--- src/mcu_bus_pkg.sv ---
// MCU peripheral bus definitions
// CPU data bus, host bridge access and the register map of the peripheral window

package mcu_bus_pkg;

	// CPU data bus command, accepted every cycle
	typedef struct packed {
		logic        valid;
		logic        wr;    // 1 = store, 0 = load
		logic [31:0] addr;
		logic [31:0] data;  // Store data
	} dbus_cmd_t;

	// CPU response, one edge after the command
	typedef struct packed {
		logic        ready;
		logic [31:0] data;  // Load data, zero for stores
	} dbus_rsp_t;

	// Host bridge access, on clk_sys
	typedef struct packed {
		logic        rd;
		logic        wr;
		logic [31:0] addr;
		logic [31:0] data;
	} bridge_req_t;

	// Decoded write handed to each peripheral block
	typedef struct packed {
		logic        en;   // Window hit and store
		logic [7:0]  ofs;  // Byte offset inside the window
		logic [31:0] data;
	} periph_wr_t;

	localparam logic [15:0] PERIPH_WINDOW = 16'hFFFF; // Address bits 31..16

	// Register offsets in the window
	localparam logic [7:0] OFS_INTERACT_BASE = 8'h00; // Shared interaction bank
	localparam logic [7:0] OFS_DS_ID         = 8'h80;
	localparam logic [7:0] OFS_DS_BRIDGEADDR = 8'h84;
	localparam logic [7:0] OFS_DS_LENGTH     = 8'h88;
	localparam logic [7:0] OFS_DS_SLOTOFFSET = 8'h8C;
	localparam logic [7:0] OFS_DS_CTRL       = 8'h90; // Command on write, status on read
	localparam logic [7:0] OFS_SYSCLK_FREQ   = 8'h98; // Ticks per millisecond minus one
	localparam logic [7:0] OFS_RESET_OUT     = 8'hA4;
	localparam logic [7:0] OFS_TIMER_COUNT   = 8'hC4;
	localparam logic [7:0] OFS_TIMER_COMPARE = 8'hC8;
	localparam logic [7:0] OFS_TIMER_MASK    = 8'hF4;

endpackage

--- src/mcu_dataslot_pkg.sv ---
// Target dataslot types
// Command to the host, status back from it, and the control word at OFS_DS_CTRL

package mcu_dataslot_pkg;

	// Outgoing dataslot command and its parameters
	typedef struct packed {
		logic        read;       // One-cycle strobe
		logic        write;      // One-cycle strobe
		logic [15:0] id;         // Asset id
		logic [31:0] slotoffset;
		logic [31:0] bridgeaddr; // Destination in bridge space
		logic [31:0] length;
	} ds_cmd_t;

	// Status driven by the host
	typedef struct packed {
		logic       ack;  // Command in progress
		logic       done; // Held until the next command
		logic [2:0] err;  // Zero is OK
	} ds_status_t;

	// Control word as the CPU writes it
	typedef struct packed {
		logic [28:0] rsvd;
		logic        irq_enable;
		logic        write;
		logic        read;
	} ds_ctrl_cmd_t;

	// Same word as the CPU reads it back
	typedef struct packed {
		logic [26:0] rsvd;
		logic        ack;
		logic        done;
		logic [2:0]  err;
	} ds_ctrl_stat_t;

	typedef union packed {
		ds_ctrl_cmd_t  cmd;
		ds_ctrl_stat_t stat;
	} ds_ctrl_u;

endpackage

--- src/mcu_interact_regs.sv ---
// Shared interaction register bank
// Written and read by both the host bridge and the CPU, bridge has priority

module mcu_interact_regs import mcu_bus_pkg::*; #(
	parameter int          INTERACT_COUNT = 8,           // Power of two, 2 to 32
	parameter logic [23:0] BRIDGE_BASE    = 24'h810000   // Bridge address bits 31..8
) (
	input  logic        clk_sys,
	input  logic        reset_n,
	input  bridge_req_t bridge,
	output logic [31:0] bridge_rd_data,
	input  periph_wr_t  cpu_wr,
	input  logic [7:0]  rd_ofs,
	output logic [31:0] rd_data,
	output logic        rd_hit
);
	localparam int IDX_W = $clog2(INTERACT_COUNT);
	localparam int SPAN  = INTERACT_COUNT * 4; // Bytes covered by the bank

	logic [31:0]      regs [INTERACT_COUNT];
	logic [7:0]       cpu_wr_rel;
	logic [7:0]       cpu_rd_rel;
	logic             cpu_wr_hit;
	logic             br_sel;      // Bridge address inside the bank
	logic [IDX_W-1:0] br_idx;
	logic [31:0]      br_rd_q1;    // First read stage

	// Offsets relative to the bank base
	assign cpu_wr_rel = cpu_wr.ofs - OFS_INTERACT_BASE;
	assign cpu_rd_rel = rd_ofs - OFS_INTERACT_BASE;
	assign cpu_wr_hit = cpu_wr.en && (cpu_wr_rel < SPAN) && (cpu_wr_rel[1:0] == 2'b00);

	assign br_sel = (bridge.addr[31:8] == BRIDGE_BASE) && (bridge.addr[7:0] < SPAN)
		&& (bridge.addr[1:0] == 2'b00);
	assign br_idx = bridge.addr[IDX_W+1:2];

	always_ff @(posedge clk_sys or negedge reset_n) begin
		if (!reset_n) begin
			for (int i = 0; i < INTERACT_COUNT; i++) begin
				regs[i] <= '0;
			end
			br_rd_q1       <= '0;
			bridge_rd_data <= '0;
		end else begin
			if (cpu_wr_hit) begin
				regs[cpu_wr_rel[IDX_W+1:2]] <= cpu_wr.data;
			end
			if (bridge.wr && br_sel) begin
				regs[br_idx] <= bridge.data; // Last assignment, bridge wins a collision
			end
			if (bridge.rd) begin
				br_rd_q1 <= br_sel ? regs[br_idx] : '0;
			end
			bridge_rd_data <= br_rd_q1; // Second stage
		end
	end

	// CPU read path, registered in the top
	assign rd_hit  = (cpu_rd_rel < SPAN) && (cpu_rd_rel[1:0] == 2'b00);
	assign rd_data = rd_hit ? regs[cpu_rd_rel[IDX_W+1:2]] : '0;

endmodule

--- src/mcu_ms_timer.sv ---
// Millisecond timer
// Tick prescaler from sysclk_frequency, millisecond count and compare interrupt

module mcu_ms_timer import mcu_bus_pkg::*; (
	input  logic        clk_sys,
	input  logic        reset_n,
	input  periph_wr_t  cpu_wr,
	input  logic [7:0]  rd_ofs,
	output logic [31:0] rd_data,
	output logic        rd_hit,
	output logic        timer_irq
);
	logic [31:0] sysclk_frequency; // Tick wrap value
	logic [31:0] compare;
	logic        enable;
	logic        mask;
	logic [31:0] tick;
	logic [31:0] ms_count;
	logic        irq_int;          // Compare reached, before enable and mask

	always_ff @(posedge clk_sys or negedge reset_n) begin
		if (!reset_n) begin
			sysclk_frequency <= '0;
			compare          <= '0;
			enable           <= 1'b0;
			mask             <= 1'b0;
			tick             <= '0;
			ms_count         <= '0;
			irq_int          <= 1'b0;
			timer_irq        <= 1'b0;
		end else begin
			tick <= tick + 32'd1;
			if (tick == sysclk_frequency) begin // One millisecond elapsed
				tick     <= '0;
				ms_count <= ms_count + 32'd1;
				if (compare != '0 && ms_count >= compare) irq_int <= 1'b1;
			end
			if (cpu_wr.en) begin
				case (cpu_wr.ofs)
					OFS_SYSCLK_FREQ:   sysclk_frequency <= cpu_wr.data;
					OFS_TIMER_MASK:    mask             <= cpu_wr.data[0];
					OFS_TIMER_COMPARE: begin
						compare <= cpu_wr.data;
						enable  <= 1'b1; // Arming the compare enables it
					end
					OFS_TIMER_COUNT: begin
						enable <= 1'b0;
						if (cpu_wr.data[0]) begin // Restart overrides the tick above
							tick     <= '0;
							ms_count <= '0;
							irq_int  <= 1'b0;
						end
					end
					default: ;
				endcase
			end
			timer_irq <= irq_int && enable && mask; // One cycle behind irq_int
		end
	end

	// Readback
	always_comb begin
		rd_hit = 1'b1;
		case (rd_ofs)
			OFS_SYSCLK_FREQ:   rd_data = sysclk_frequency;
			OFS_TIMER_COUNT:   rd_data = ms_count;
			OFS_TIMER_COMPARE: rd_data = compare;
			OFS_TIMER_MASK:    rd_data = {29'h0, irq_int, enable, mask};
			default: begin
				rd_data = '0;
				rd_hit  = 1'b0;
			end
		endcase
	end

endmodule

--- src/mcu_dataslot_target.sv ---
// Target dataslot command block
// Parameter registers, one-cycle read/write strobes, live status and done interrupt

module mcu_dataslot_target import mcu_bus_pkg::*, mcu_dataslot_pkg::*; (
	input  logic        clk_sys,
	input  logic        reset_n,
	input  periph_wr_t  cpu_wr,
	input  logic [7:0]  rd_ofs,
	output logic [31:0] rd_data,
	output logic        rd_hit,
	output ds_cmd_t     ds_cmd,
	input  ds_status_t  ds_status,
	output logic        ext_irq
);
	ds_ctrl_u ctrl_wr;    // Command view of the written word
	ds_ctrl_u ctrl_rd;    // Status view for readback
	logic     irq_enable;
	logic     done_q;     // Previous done, for edge detect

	assign ctrl_wr = cpu_wr.data;

	always_comb begin
		ctrl_rd          = '0;
		ctrl_rd.stat.ack  = ds_status.ack;
		ctrl_rd.stat.done = ds_status.done;
		ctrl_rd.stat.err  = ds_status.err;
	end

	always_ff @(posedge clk_sys or negedge reset_n) begin
		if (!reset_n) begin
			ds_cmd     <= '0;
			irq_enable <= 1'b0;
			done_q     <= 1'b0;
			ext_irq    <= 1'b0;
		end else begin
			ds_cmd.read  <= 1'b0; // Strobes drop after one cycle
			ds_cmd.write <= 1'b0;
			done_q       <= ds_status.done;
			ext_irq      <= ds_status.done && !done_q && irq_enable; // Rising edge only
			if (cpu_wr.en) begin
				case (cpu_wr.ofs)
					OFS_DS_ID:         ds_cmd.id         <= cpu_wr.data[15:0]; // Upper half dropped
					OFS_DS_BRIDGEADDR: ds_cmd.bridgeaddr <= cpu_wr.data;
					OFS_DS_LENGTH:     ds_cmd.length     <= cpu_wr.data;
					OFS_DS_SLOTOFFSET: ds_cmd.slotoffset <= cpu_wr.data;
					OFS_DS_CTRL: begin
						irq_enable   <= ctrl_wr.cmd.irq_enable;
						ds_cmd.read  <= ctrl_wr.cmd.read;
						ds_cmd.write <= ctrl_wr.cmd.write;
					end
					default: ;
				endcase
			end
		end
	end

	// Readback of parameters and live status
	always_comb begin
		rd_hit = 1'b1;
		case (rd_ofs)
			OFS_DS_ID:         rd_data = {16'h0, ds_cmd.id};
			OFS_DS_BRIDGEADDR: rd_data = ds_cmd.bridgeaddr;
			OFS_DS_LENGTH:     rd_data = ds_cmd.length;
			OFS_DS_SLOTOFFSET: rd_data = ds_cmd.slotoffset;
			OFS_DS_CTRL:       rd_data = ctrl_rd;
			default: begin
				rd_data = '0;
				rd_hit  = 1'b0;
			end
		endcase
	end

endmodule

--- src/mcu_periph_top.sv ---
// MCU peripheral window top
// Decodes the CPU data bus into the top 64 KB window, muxes block reads
// and answers every command one edge later

module mcu_periph_top import mcu_bus_pkg::*, mcu_dataslot_pkg::*; #(
	parameter int          INTERACT_COUNT = 8,
	parameter logic [23:0] BRIDGE_BASE    = 24'h810000
) (
	input  logic        clk_sys,
	input  logic        reset_n,
	input  dbus_cmd_t   cpu_cmd,
	output dbus_rsp_t   cpu_rsp,
	input  bridge_req_t bridge,
	output logic [31:0] bridge_rd_data,
	output ds_cmd_t     ds_cmd,
	input  ds_status_t  ds_status,
	output logic        ext_irq,
	output logic        timer_irq,
	output logic        reset_out
);
	logic        in_window;
	logic        rd_req;        // Load inside the window
	periph_wr_t  cpu_wr;
	logic [7:0]  rd_ofs;
	logic [31:0] ia_data;
	logic [31:0] ds_data;
	logic [31:0] tm_data;
	logic [31:0] rd_word;
	logic        ia_hit;
	logic        ds_hit;
	logic        tm_hit;

	// Single window decode, blocks only see the offset
	assign in_window   = cpu_cmd.addr[31:16] == PERIPH_WINDOW;
	assign rd_req      = cpu_cmd.valid && !cpu_cmd.wr && in_window;
	assign cpu_wr.en   = cpu_cmd.valid && cpu_cmd.wr && in_window;
	assign cpu_wr.ofs  = cpu_cmd.addr[7:0];
	assign cpu_wr.data = cpu_cmd.data;
	assign rd_ofs      = cpu_cmd.addr[7:0];

	mcu_interact_regs #(
		.INTERACT_COUNT (INTERACT_COUNT),
		.BRIDGE_BASE    (BRIDGE_BASE)
	) i_interact (
		.clk_sys (clk_sys), .reset_n (reset_n),
		.bridge  (bridge),  .bridge_rd_data (bridge_rd_data),
		.cpu_wr  (cpu_wr),  .rd_ofs (rd_ofs),
		.rd_data (ia_data), .rd_hit (ia_hit)
	);

	mcu_dataslot_target i_dataslot (
		.clk_sys (clk_sys), .reset_n (reset_n),
		.cpu_wr  (cpu_wr),  .rd_ofs (rd_ofs),
		.rd_data (ds_data), .rd_hit (ds_hit),
		.ds_cmd  (ds_cmd),  .ds_status (ds_status),
		.ext_irq (ext_irq)
	);

	mcu_ms_timer i_timer (
		.clk_sys (clk_sys), .reset_n (reset_n),
		.cpu_wr  (cpu_wr),  .rd_ofs (rd_ofs),
		.rd_data (tm_data), .rd_hit (tm_hit),
		.timer_irq (timer_irq)
	);

	// Read select, zero outside the window or on unmapped offsets
	always_comb begin
		rd_word = '0;
		if (rd_req) begin
			if (ia_hit)                       rd_word = ia_data;
			else if (ds_hit)                  rd_word = ds_data;
			else if (tm_hit)                  rd_word = tm_data;
			else if (rd_ofs == OFS_RESET_OUT) rd_word = {31'h0, reset_out};
		end
	end

	always_ff @(posedge clk_sys or negedge reset_n) begin
		if (!reset_n) begin
			cpu_rsp   <= '0;
			reset_out <= 1'b0;
		end else begin
			cpu_rsp.ready <= cpu_cmd.valid; // Every command answered, no stalls
			cpu_rsp.data  <= rd_word;
			if (cpu_wr.en && cpu_wr.ofs == OFS_RESET_OUT) begin
				reset_out <= cpu_wr.data[0]; // Core reset request
			end
		end
	end

endmodule

--- config.mk ---
export PLATFORM = sky130hd
export DESIGN_NAME = mcu_periph_top
export DESIGN_NICKNAME = d
export VERILOG_FILES = /design/src/mcu_bus_pkg.sv /design/src/mcu_dataslot_pkg.sv /design/src/mcu_interact_regs.sv /design/src/mcu_ms_timer.sv /design/src/mcu_dataslot_target.sv /design/src/mcu_periph_top.sv
export SDC_FILE = /design/constraint.sdc
export NUM_CORES = 1
export LEC_CHECK = 0
export ABC_CLOCK_PERIOD_IN_PS = 2800
export BUFFER_PORTS_ARGS = -buffer_cell sky130_fd_sc_hd__buf_2
export CORE_AREA = 3 3 270 272
export CTS_BUF_LIST = sky130_fd_sc_hd__clkbuf_8
export DETAILED_ROUTE_END_ITERATION = 6
export DIE_AREA = 0 0 273 275
export GPL_TIMING_DRIVEN = 0
export PLACE_DENSITY_LB_ADDON = 0.3
export SLEW_MARGIN = 20
export SYNTH_ARGS = -nofsm -noshare
export SYNTH_HDL_FRONTEND = slang
export SYNTH_SLANG_ARGS = --single-unit
--- constraint.sdc ---
create_clock -name clk_sys -period 2.8 [get_ports clk_sys]
set_input_delay 0 -clock clk_sys [delete_from_list [all_inputs] [get_ports clk_sys]]
set_output_delay 0 -clock clk_sys [all_outputs]
set_load 0.05 [all_outputs]
Yosys cells after proc, flatten, opt, wreduce, memory -nomap -nowiden
Index checks and enable logic that the tools add are counted.
- word-level logic and storage cells: 133
- bits in registers: 603
- bits of input ports: 139
- output and inout port bits: 182
- $lt $le $gt $ge: 7
- bitwise operators: 2
- equal/unequal tests: 13
- muxes and demuxes: 44
- reductions and logical operators: 35
- add/subtract/negate cells: 2
- operators by type and width (cell ; count):
    32-bit two-way mux ; 22
    256-bit bitwise mux ; 2
    256-bit two-way mux ; 2
    32-bit binary-select mux with 3-bit select ; 2
    32-bit demux with 3-bit select ; 2
    32-bit case mux with 5 select lines ; 1
    32-bit case mux with 4 select lines ; 1
    114-bit two-way mux ; 1
    8-bit == test (second input constant) ; 10
    32-bit by 1-bit adder with 32-bit output (second input constant) ; 2
    32-bit == test ; 1
    32-bit >= comparator ; 1
    32-bit nonzero test ; 1
    24-bit == test (second input constant) ; 1
    1-bit logical AND ; 18
    2-bit AND reduction ; 9
    16-bit == test (second input constant) ; 1
    8-bit by 6-bit < comparator with 1-bit output (second input constant) ; 2
    16-bit two-way mux ; 1
    4-bit >= comparator (second input constant) ; 2
    4-bit by 1-bit < comparator with 1-bit output (second input constant) ; 2
    1-bit two-way mux ; 8
    3-bit inverter with 4-bit output ; 2
    5-bit OR reduction ; 1
    6 further kinds ; 8

Longest topological paths before layout
Gate-level depths: netlist of run 1.
- word-level depth: 9
- depth in mapped cells: 10
- depth with buffers taken out: 8

Hierarchy
From an unflattened synthesis of run 1, not the netlist that was laid out.
- cell total of the unflattened synthesis: 2683
- area total of the unflattened synthesis: 33319.5 um2
- by module, submodules not included (module ; seq. area each (um2) ; instances ; cells an instance ; area an instance (um2)):
    mcu_interact_regs ; 8007.7 ; 1 ; 1340 ; 18582.8
    mcu_ms_timer ; 3303.2 ; 1 ; 753 ; 7568.5
    mcu_dataslot_target ; 2927.8 ; 1 ; 394 ; 5401.4
    mcu_periph_top ; 850.8 ; 1 ; 196 ; 1766.7

Least setup slack after synthesis of run 1
OpenSTA, ideal clock, no wires.
- kind: register to register
- start point: reg i_timer.tick[1]
- end point: reg i_timer.ms_count[17]
- path buffers: 1
- setup time: 0.078 ns
- arrival time: 2.354 ns
- required time: 2.722 ns
- cell stages (with the launch flop): 8
- period minus slack after synthesis: 2.432 ns
- slack: 0.368 ns
- cell sequence: dfrtp_1 > xor2_1 > nor4_1 > nand4_2 > or4_1 > buf_2 > or4_1 > a21oi_1
- cells in the longest elaborated chain, start to end: 5
- RTL lines (item ; RTL line ; text):
    start, declared ; mcu_ms_timer.sv:17 ; logic [31:0] tick;
    start signal, assigned ; mcu_ms_timer.sv:32 ; tick <= tick + 32'd1;
    32-bit == test * ; mcu_ms_timer.sv:33 ; if (tick == sysclk_frequency) begin
    32-bit two-way mux * ; mcu_ms_timer.sv:33 ;
    32-bit two-way mux ; mcu_ms_timer.sv:48 ; if (cpu_wr.data[0]) begin
    32-bit two-way mux ; mcu_ms_timer.sv:39 ; case (cpu_wr.ofs)
    32-bit two-way mux * ; mcu_ms_timer.sv:38 ; if (cpu_wr.en) begin
    end signal, assigned ; mcu_ms_timer.sv:35 ; ms_count <= ms_count + 32'd1;
    end, declared ; mcu_ms_timer.sv:18 ; logic [31:0] ms_count;
Every way passes the cells marked *; elsewhere a longest branch is shown, timed or not.
A chain may end at the register's enable or synchronous reset.

Worst setup path after layout of run 1
- start point: reg i_timer.sysclk_frequency[13]
- end point: reg i_timer.ms_count[17]
- cells in the longest elaborated chain, start to end: 5
- RTL lines (item ; RTL line ; text):
    start, declared ; mcu_ms_timer.sv:13 ; logic [31:0] sysclk_frequency;
    start signal, assigned ; mcu_ms_timer.sv:40 ; OFS_SYSCLK_FREQ: sysclk_frequency <= cpu_wr.data;
    32-bit == test * ; mcu_ms_timer.sv:33 ;
    32-bit two-way mux * ; mcu_ms_timer.sv:33 ;
    32-bit two-way mux ; mcu_ms_timer.sv:48 ;
    32-bit two-way mux ; mcu_ms_timer.sv:39 ;
    32-bit two-way mux * ; mcu_ms_timer.sv:38 ;
Marked as above.

==> flow_summary.json, run 1 <==
{
  "outcome": "complete, but fails checks",
  "violations": "design-rule violations",
  "r2r_slack_ns": 0.01,
  "worstHoldPathType": "input pin to register",
  "powerDensity_nw_per_um2": 481.9,
  "hpwl_mm": 83.11,
  "yosysUniqueCellTypes": 57,
  "drt-vias-per-instance": 6.090,
  "synth_nets": 3073,
  "grt_usage_pct": 30.74,
  "netlist_instances": 2900,
  "timing.final.crit_share_pct": 99.50,
  "port_buffers": 272,
  "worstPathMaxFanout": 10,
  "ys_seq_elements": 603,
  "relSlewSlack_pct": 22.62,
  "drive_gt1_share_pct": 20.51,
  "worstPathArrival_ns": 3.36,
  "max_freq_mhz": 358.9,
  "htree_levels": 3,
  "critical_path_class": "register to register",
  "wl_mm": 116.5,
  "ys_warn_count": 0,
  "antenna_found_initial": 15,
  "ys_async_sr_fraction_pct": 100.0,
  "cts_buffers": 104,
  "dr.pass1.iters": 7,
  "synth_edf_count": 0,
  "grt_pass1_wl_mm": 172.3,
  "critPathLaunchType": "register",
  "crit_chain": "xor2_1 -> nor4_4 -> nand3_1 -> or4_4 -> clkbuf_4 -> clkbuf_4 -> o31ai_1 -> a21oi_1",
  "tightest_slew_ns": 1.161,
  "final_antenna_net_count": 0,
  "cts_root_buf": "clkbuf_8",
  "die_w_um": 273,
  "clkTransAtPathRegs_ns": 0.06,
  "syn_area_per_cell_um2": 10.92,
  "start_util_pct": 44.62,
  "routedWlPerCell_um": 26.33,
  "dieArea_um2": 75080,
  "finalCriticalPeriod_ns": 2.786,
  "worst_setup_path_end_kind": "register",
  "p_leak_nw": 17.09,
  "drv_slew": 0,
  "max_stage_delay_ns": 0.54,
  "ir_drop_uv": 327.7,
  "nets": 3562,
  "cts.path.max_buffers": 3,
  "cts.sinks": 603,
  "fillers": 6314,
  "grt_max_degree": 98,
  "area_delta_synth_final_pct": 19.20,
  "synthFlopType": "dfrtp_1",
  "drc": 1,
  "vias": 26947,
  "critical_path_required_ns": 3.38,
  "clk_latency_ns": 0.73,
  "final_util_pct": 53.19,
  "fin_skew_ns": 0.04186,
  "hold_violations": 0,
  "fp.dieH_um": 275,
  "pin_count": 321,
  "setup_violations": 0,
  "crit_top_cell": "clkbuf_4",
  "tritoncts": "built",
  "cap_viol_max_count": 0,
  "slowest_stage": "or4_4",
  "yosysSeqAreaShare_pct": 47.63,
  "num_rows": 98,
  "grt.overflow.total": 0,
  "coreArea_um2": 71000,
  "gp_congestion": 0.9655,
  "grt_pass1_vias": 26831,
  "drt_iter0_drc": 3059,
  "synth_area_um2": 31680,
  "hold_slack_ns": 0.1048
}
==> through the flow <==
step / total power, mW / setup TNS (ns) / cell area [µm²] / setup WS, ns / std cells
floorplan: 9.441 / 0 / 31680 / 0.3681 / 2900
global placement: 10.05 / -6880.20 / 34230 / -11.25 / 4122
detailed placement: 10.09 / -61.75 / 34480 / -0.7665 / 4132
CTS: 18.25 / 0 / 37590 / 0.001364 / 4407
global route: 18.72 / -0.001935 / 37740 / -0.001935 / 4415
finish: 18.20 / 0 / 37760 / 0.01390 / 4425
==> synth_stat cells, types with 16 or more instances <==
cell type | n | area share [%]
a21oi_1 | 63 | 1.0
a22oi_1 | 58 | 1.4
a31oi_1 | 27 | 0.53
buf_1 | 36 | 0.43
buf_2 | 35 | 0.55
clkbuf_1 | 155 | 1.8
clkbuf_2 | 31 | 0.49
dfrtp_1 | 603 | 48
ha_1 | 34 | 1.3
inv_1 | 81 | 0.96
mux2_1 | 140 | 5.0
mux2_2 | 24 | 0.85
mux2i_1 | 291 | 9.2
mux4_2 | 141 | 10
nand2_1 | 462 | 5.5
nand3_1 | 29 | 0.46
nand4_1 | 26 | 0.51
nor2_1 | 81 | 0.96
nor3_1 | 17 | 0.27
nor4_1 | 23 | 0.45
o21ai_1 | 301 | 4.8
o22ai_1 | 33 | 0.65
xnor2_1 | 16 | 0.44
xor2_1 | 53 | 1.5
==> power breakdown <==
| part | leakage (nW) | internal (mW) | total [mW] | switching (mW) |
|---|---|---|---|---|
| registers | 8.23 | 8.74 | 8.77 | 0.0343 |
| clock network | 1.19 | 4.38 | 8.12 | 3.74 |
| logic | 7.66 | 0.402 | 1.30 | 0.897 |
==> area by class of cell <==
| type | instances | area (µm²) | area share, % |
|---|---|---|---|
| sequential | 603 | 15090 | 39.96 |
| clock buffer | 139 | 1913 | 5.066 |
| timing repair buffer | 384 | 2587 | 6.852 |
| clock inverter | 40 | 173.9 | 0.4605 |
| multi-input combinational | 1957 | 15400 | 40.78 |
| buffer | 257 | 1070 | 2.833 |
| tap | 950 | 1189 | 3.148 |
| inverter | 82 | 307.8 | 0.8151 |
| antenna | 13 | 32.53 | 0.08614 |
==> final timing paths <==
| kind | depth (start not counted) | end | from |
|---|---|---|---|
| setup / recovery | 8 | i_timer.ms_count[17] | i_timer.sysclk_frequency[13] |
| hold / removal | 5 | cpu_rsp[31] | cpu_cmd[39] |
| setup reg to reg | 8 | i_timer.ms_count[17] | i_timer.sysclk_frequency[13] |
| hold reg to reg | 0 | i_interact.bridge_rd_data[29] | i_interact.br_rd_q1[29] |
| max in group asynchronous | 6 | i_dataslot.ds_cmd[37] | reset_n |
| min in group asynchronous | 4 | i_dataslot.ds_cmd[58] | reset_n |
==> flip-flops by register name (all words and copies together), names as in the netlist, 32 cells and up <==
register / count
cpu_rsp: 33
i_interact.br_rd_q1: 32
i_timer.ms_count: 32
i_timer.tick: 32
i_timer.sysclk_frequency: 32
i_interact.regs: 256
i_interact.bridge_rd_data: 32
i_dataslot.ds_cmd: 114
i_timer.compare: 32
==> placed cells by master, fill, tap and decap left out, drive strengths merged, types with 16 or more instances in the layout <==
master       count
ha              34
dlygate4sd3     95
nand4           27
inv            113
a21oi           63
nand2          462
o22ai           33
nand3           29
nor3            17
mux2           164
nor4            31
dfrtp          603
mux4           141
buf            354
a31oi           27
nor2            81
clkbuf         331
xnor2           16
a22oi           58
xor2            53
mux2i          291
o21ai          309
==> layer usage <==
layer,track usage [%],vias up,part of all wire (%)
met5,0,-,0.047
met4,14.27,8,4.7
met3,7.649,350,11
met2,49.03,1683,46
met1,39.64,13477,38
li1,-,11429,-
==> worst max-delay path: cells and delay by family (launching register included) <==
kind	cells	cell delay, ns
AOI/OAI and AO/OA	2	0.36
xor gates and xnor gates	1	0.22
buffers and inverters	2	0.47
DFF	1	0.45
and+or+nand+nor	3	1.13
==> cells by family (layout without fill, tap and decap cells) <==
logic type               after synthesis  after routing  share of synthesized area (%)
XOR/XNOR                              69             69                          1.908
flip-flops                           603            603                          47.63
multiplexers                         596            596                          25.05
buffers and inverters                340            902                          4.301
AO/OA/AOI/OAI                        523            523                          9.301
other                                  0             13                              0
adder cells (fa/ha/maj)               34             34                          1.343
AND/OR/NAND/NOR                      735            735                          10.47
==> repair_timing <==
action / in CTS / in global routing
hold buffers: 95 / 0
setup buffers: 2 / 5
endpoints found under the setup margin: 54 / 280
gates resized for setup: 10 / 23
pin swaps: 4 / 7
hold endpoints to repair: 634 / 0
No activity file was read; power rests on OpenSTA's default activity.
==> inputs of run 2 (changes only) <==
PLACE_DENSITY = 0.6   (was unset)
PLACE_DENSITY_LB_ADDON = unset   (was 0.3)
==> flow_summary.json, run 2 (same netlist as run 1, synthesis figures left out) <==
{
  "outcome": "complete, but fails checks",
  "violations": "negative setup slack",
  "placed_cell_area_um2": 34490,
  "top_register": "i_interact.regs",
  "worst_setup_path_end_kind": "register",
  "slowest_stage": "nor3_1",
  "num_rows": 98,
  "cts_root_buf": "clkbuf_8",
  "crit_family": "simple AND/OR/NAND/NOR gates",
  "coreArea_um2": 71000,
  "drt_iter0_drc": 2982,
  "tightest_slew_ns": 1.237,
  "vias": 27091,
  "final_util_pct": 53.22,
  "powerDensity_nw_per_um2": 485.3,
  "grtUsageMet3_pct": 8.338,
  "fin_skew_ns": 0.03434,
  "dp.cells": 4132,
  "hpwl_mm": 86.39,
  "grt_pass1_wl_mm": 179.5,
  "timing.final.crit_share_pct": 105.9,
  "hold_slack_ns": 0.07441,
  "critical_path_class": "input pin to register",
  "cts_buffers": 104,
  "relSlewSlack_pct": 16.92,
  "rsz0062_at_grt": "yes",
  "critical_path_required_ns": 3.36,
  "use_met1_pct": 40.54,
  "critPathLaunchType": "input pin",
  "gp_congestion": 0.9351,
  "grt_max_degree": 100,
  "p_leak_nw": 17.13,
  "finalCriticalPeriod_ns": 2.965,
  "worst-path-buf-inv": 3,
  "worstPathMaxFanout": 10,
  "antenna_found_initial": 7,
  "busiest_layer": "met2",
  "reg_top3": "i_interact.regs: 256 flops, i_dataslot.ds_cmd: 114 flops, cpu_rsp: 33 flops",
  "pin_count": 321,
  "wl_mm": 121.3,
  "final_antenna_net_count": 0,
  "drt-vias-per-instance": 6.117,
  "hold_violations": 0,
  "total_power_mw": 18.33,
  "cts.path.max_buffers": 3,
  "max_freq_mhz": 337.3,
  "drv_slew": 0,
  "worstPathArrival_ns": 3.52,
  "final_area_um2": 37780,
  "grt_pass1_vias": 27623,
  "fillers": 6291,
  "crit_top_cell": "buf_2",
  "drc": 0,
  "mostFrequentLayoutCell": "dfrtp_1",
  "cts.sinks": 603,
  "setup_tns_ns": -3.024,
  "fp.dieH_um": 275,
  "use_met2_pct": 52.00,
  "worstHoldPathType": "input pin to register",
  "nets": 3564,
  "cap_viol_max_count": 0,
  "timing.final.ws_setup_ns": -0.1648,
  "die_w_um": 273,
  "crit_chain": "buf_2 -> dlygate4sd3_1 -> nand2_1 -> nor2_1 -> nand4_1 -> nor3_1 -> buf_2 -> mux2i_1 -> o21ai_1",
  "dieArea_um2": 75080,
  "tritoncts": "built",
  "clkTransAtPathRegs_ns": 0.07,
  "area_delta_synth_final_pct": 19.26,
  "max_stage_delay_ns": 1.19,
  "clk_latency_ns": 0.74,
  "start_util_pct": 44.62,
  "routedWlPerCell_um": 27.38,
  "pre_cts_slack_ns": -0.6265,
  "ir_drop_uv": 317.0,
  "drive_gt1_share_pct": 20.90,
  "port_buffers": 272,
  "grt.overflow.total": 0,
  "largest_reg_flops": 256,
  "htree_levels": 3,
  "grt_usage_pct": 32.16,
  "setup_violations": 48,
  "final_cell_mix": "600 x dfrtp_1, 461 x nand2_1, 305 x buf_2, 301 x o21ai_1, 291 x mux2i_1",
  "stdcell_count": 4429,
  "dr.pass1.iters": 5
}
==> run 2: path summary, 6_finish.rpt <==
path / from / to / slack (ns) / cells past startpoint
max: cpu_cmd[65] / i_interact.regs[198] / -0.16 / 9
min: bridge[47] / i_interact.regs[131] / 0.07 / 6
max reg2reg: i_timer.tick[24] / i_timer.ms_count[17] / 0.06 / 7
min reg2reg: i_interact.br_rd_q1[29] / i_interact.bridge_rd_data[29] / 0.37 / 0
max in group asynchronous: reset_n / i_interact.br_rd_q1[5] / 1.02 / 6
min in group asynchronous: reset_n / i_interact.regs[189] / 0.42 / 4
==> run 2: timing repair <==
action | CTS | global route
hold buffers | 96 | 0
endpoints found under the setup margin | 54 | 189
buffers inserted | 4 | 4
resized for setup | 12 | 34
cloned | 0 | 0
pin swaps | 5 | 11
hold endpoints to repair | 643 | 0
==> run 2: power breakdown <==
| group | switching (mW) | internal [mW] |
|---|---|---|
| Combinational | 0.922 | 0.422 |
| Clock | 3.90 | 4.33 |
| Sequential | 0.0306 | 8.74 |
==> run 2: worst register-to-register path: stages (launching register included) <==
cell and delay (ns):
dfrtp_1 0.44, xor2_1 0.22, nor4_2 0.36, nand3_1 0.21, or4_4 0.57, buf_4 0.20, or4_1 0.51, a21oi_2 0.16
==> run 2: final cells by class <==
class,instances,area (µm²),area share (%)
Inverter,82,307.8,0.8147
Buffer,257,1091,2.888
Clock inverter,60,351.6,0.9306
Timing Repair Buffer,386,2615,6.921
Sequential cell,603,15090,39.95
Tap cell,950,1189,3.146
Multi-Input combinational cell,1957,15360,40.65
Clock buffer,128,1762,4.663
Antenna cell,6,15.01,0.03974
==> run 2: metal layers <==
metal	vias to the layer above	routed length (µm)	share of wire [%]
met3	344	11990	9.9
met1	13751	46390	38
met2	1569	56920	47
met5	-	13	0.011
met4	2	5944	4.9
li1	11425	-	-
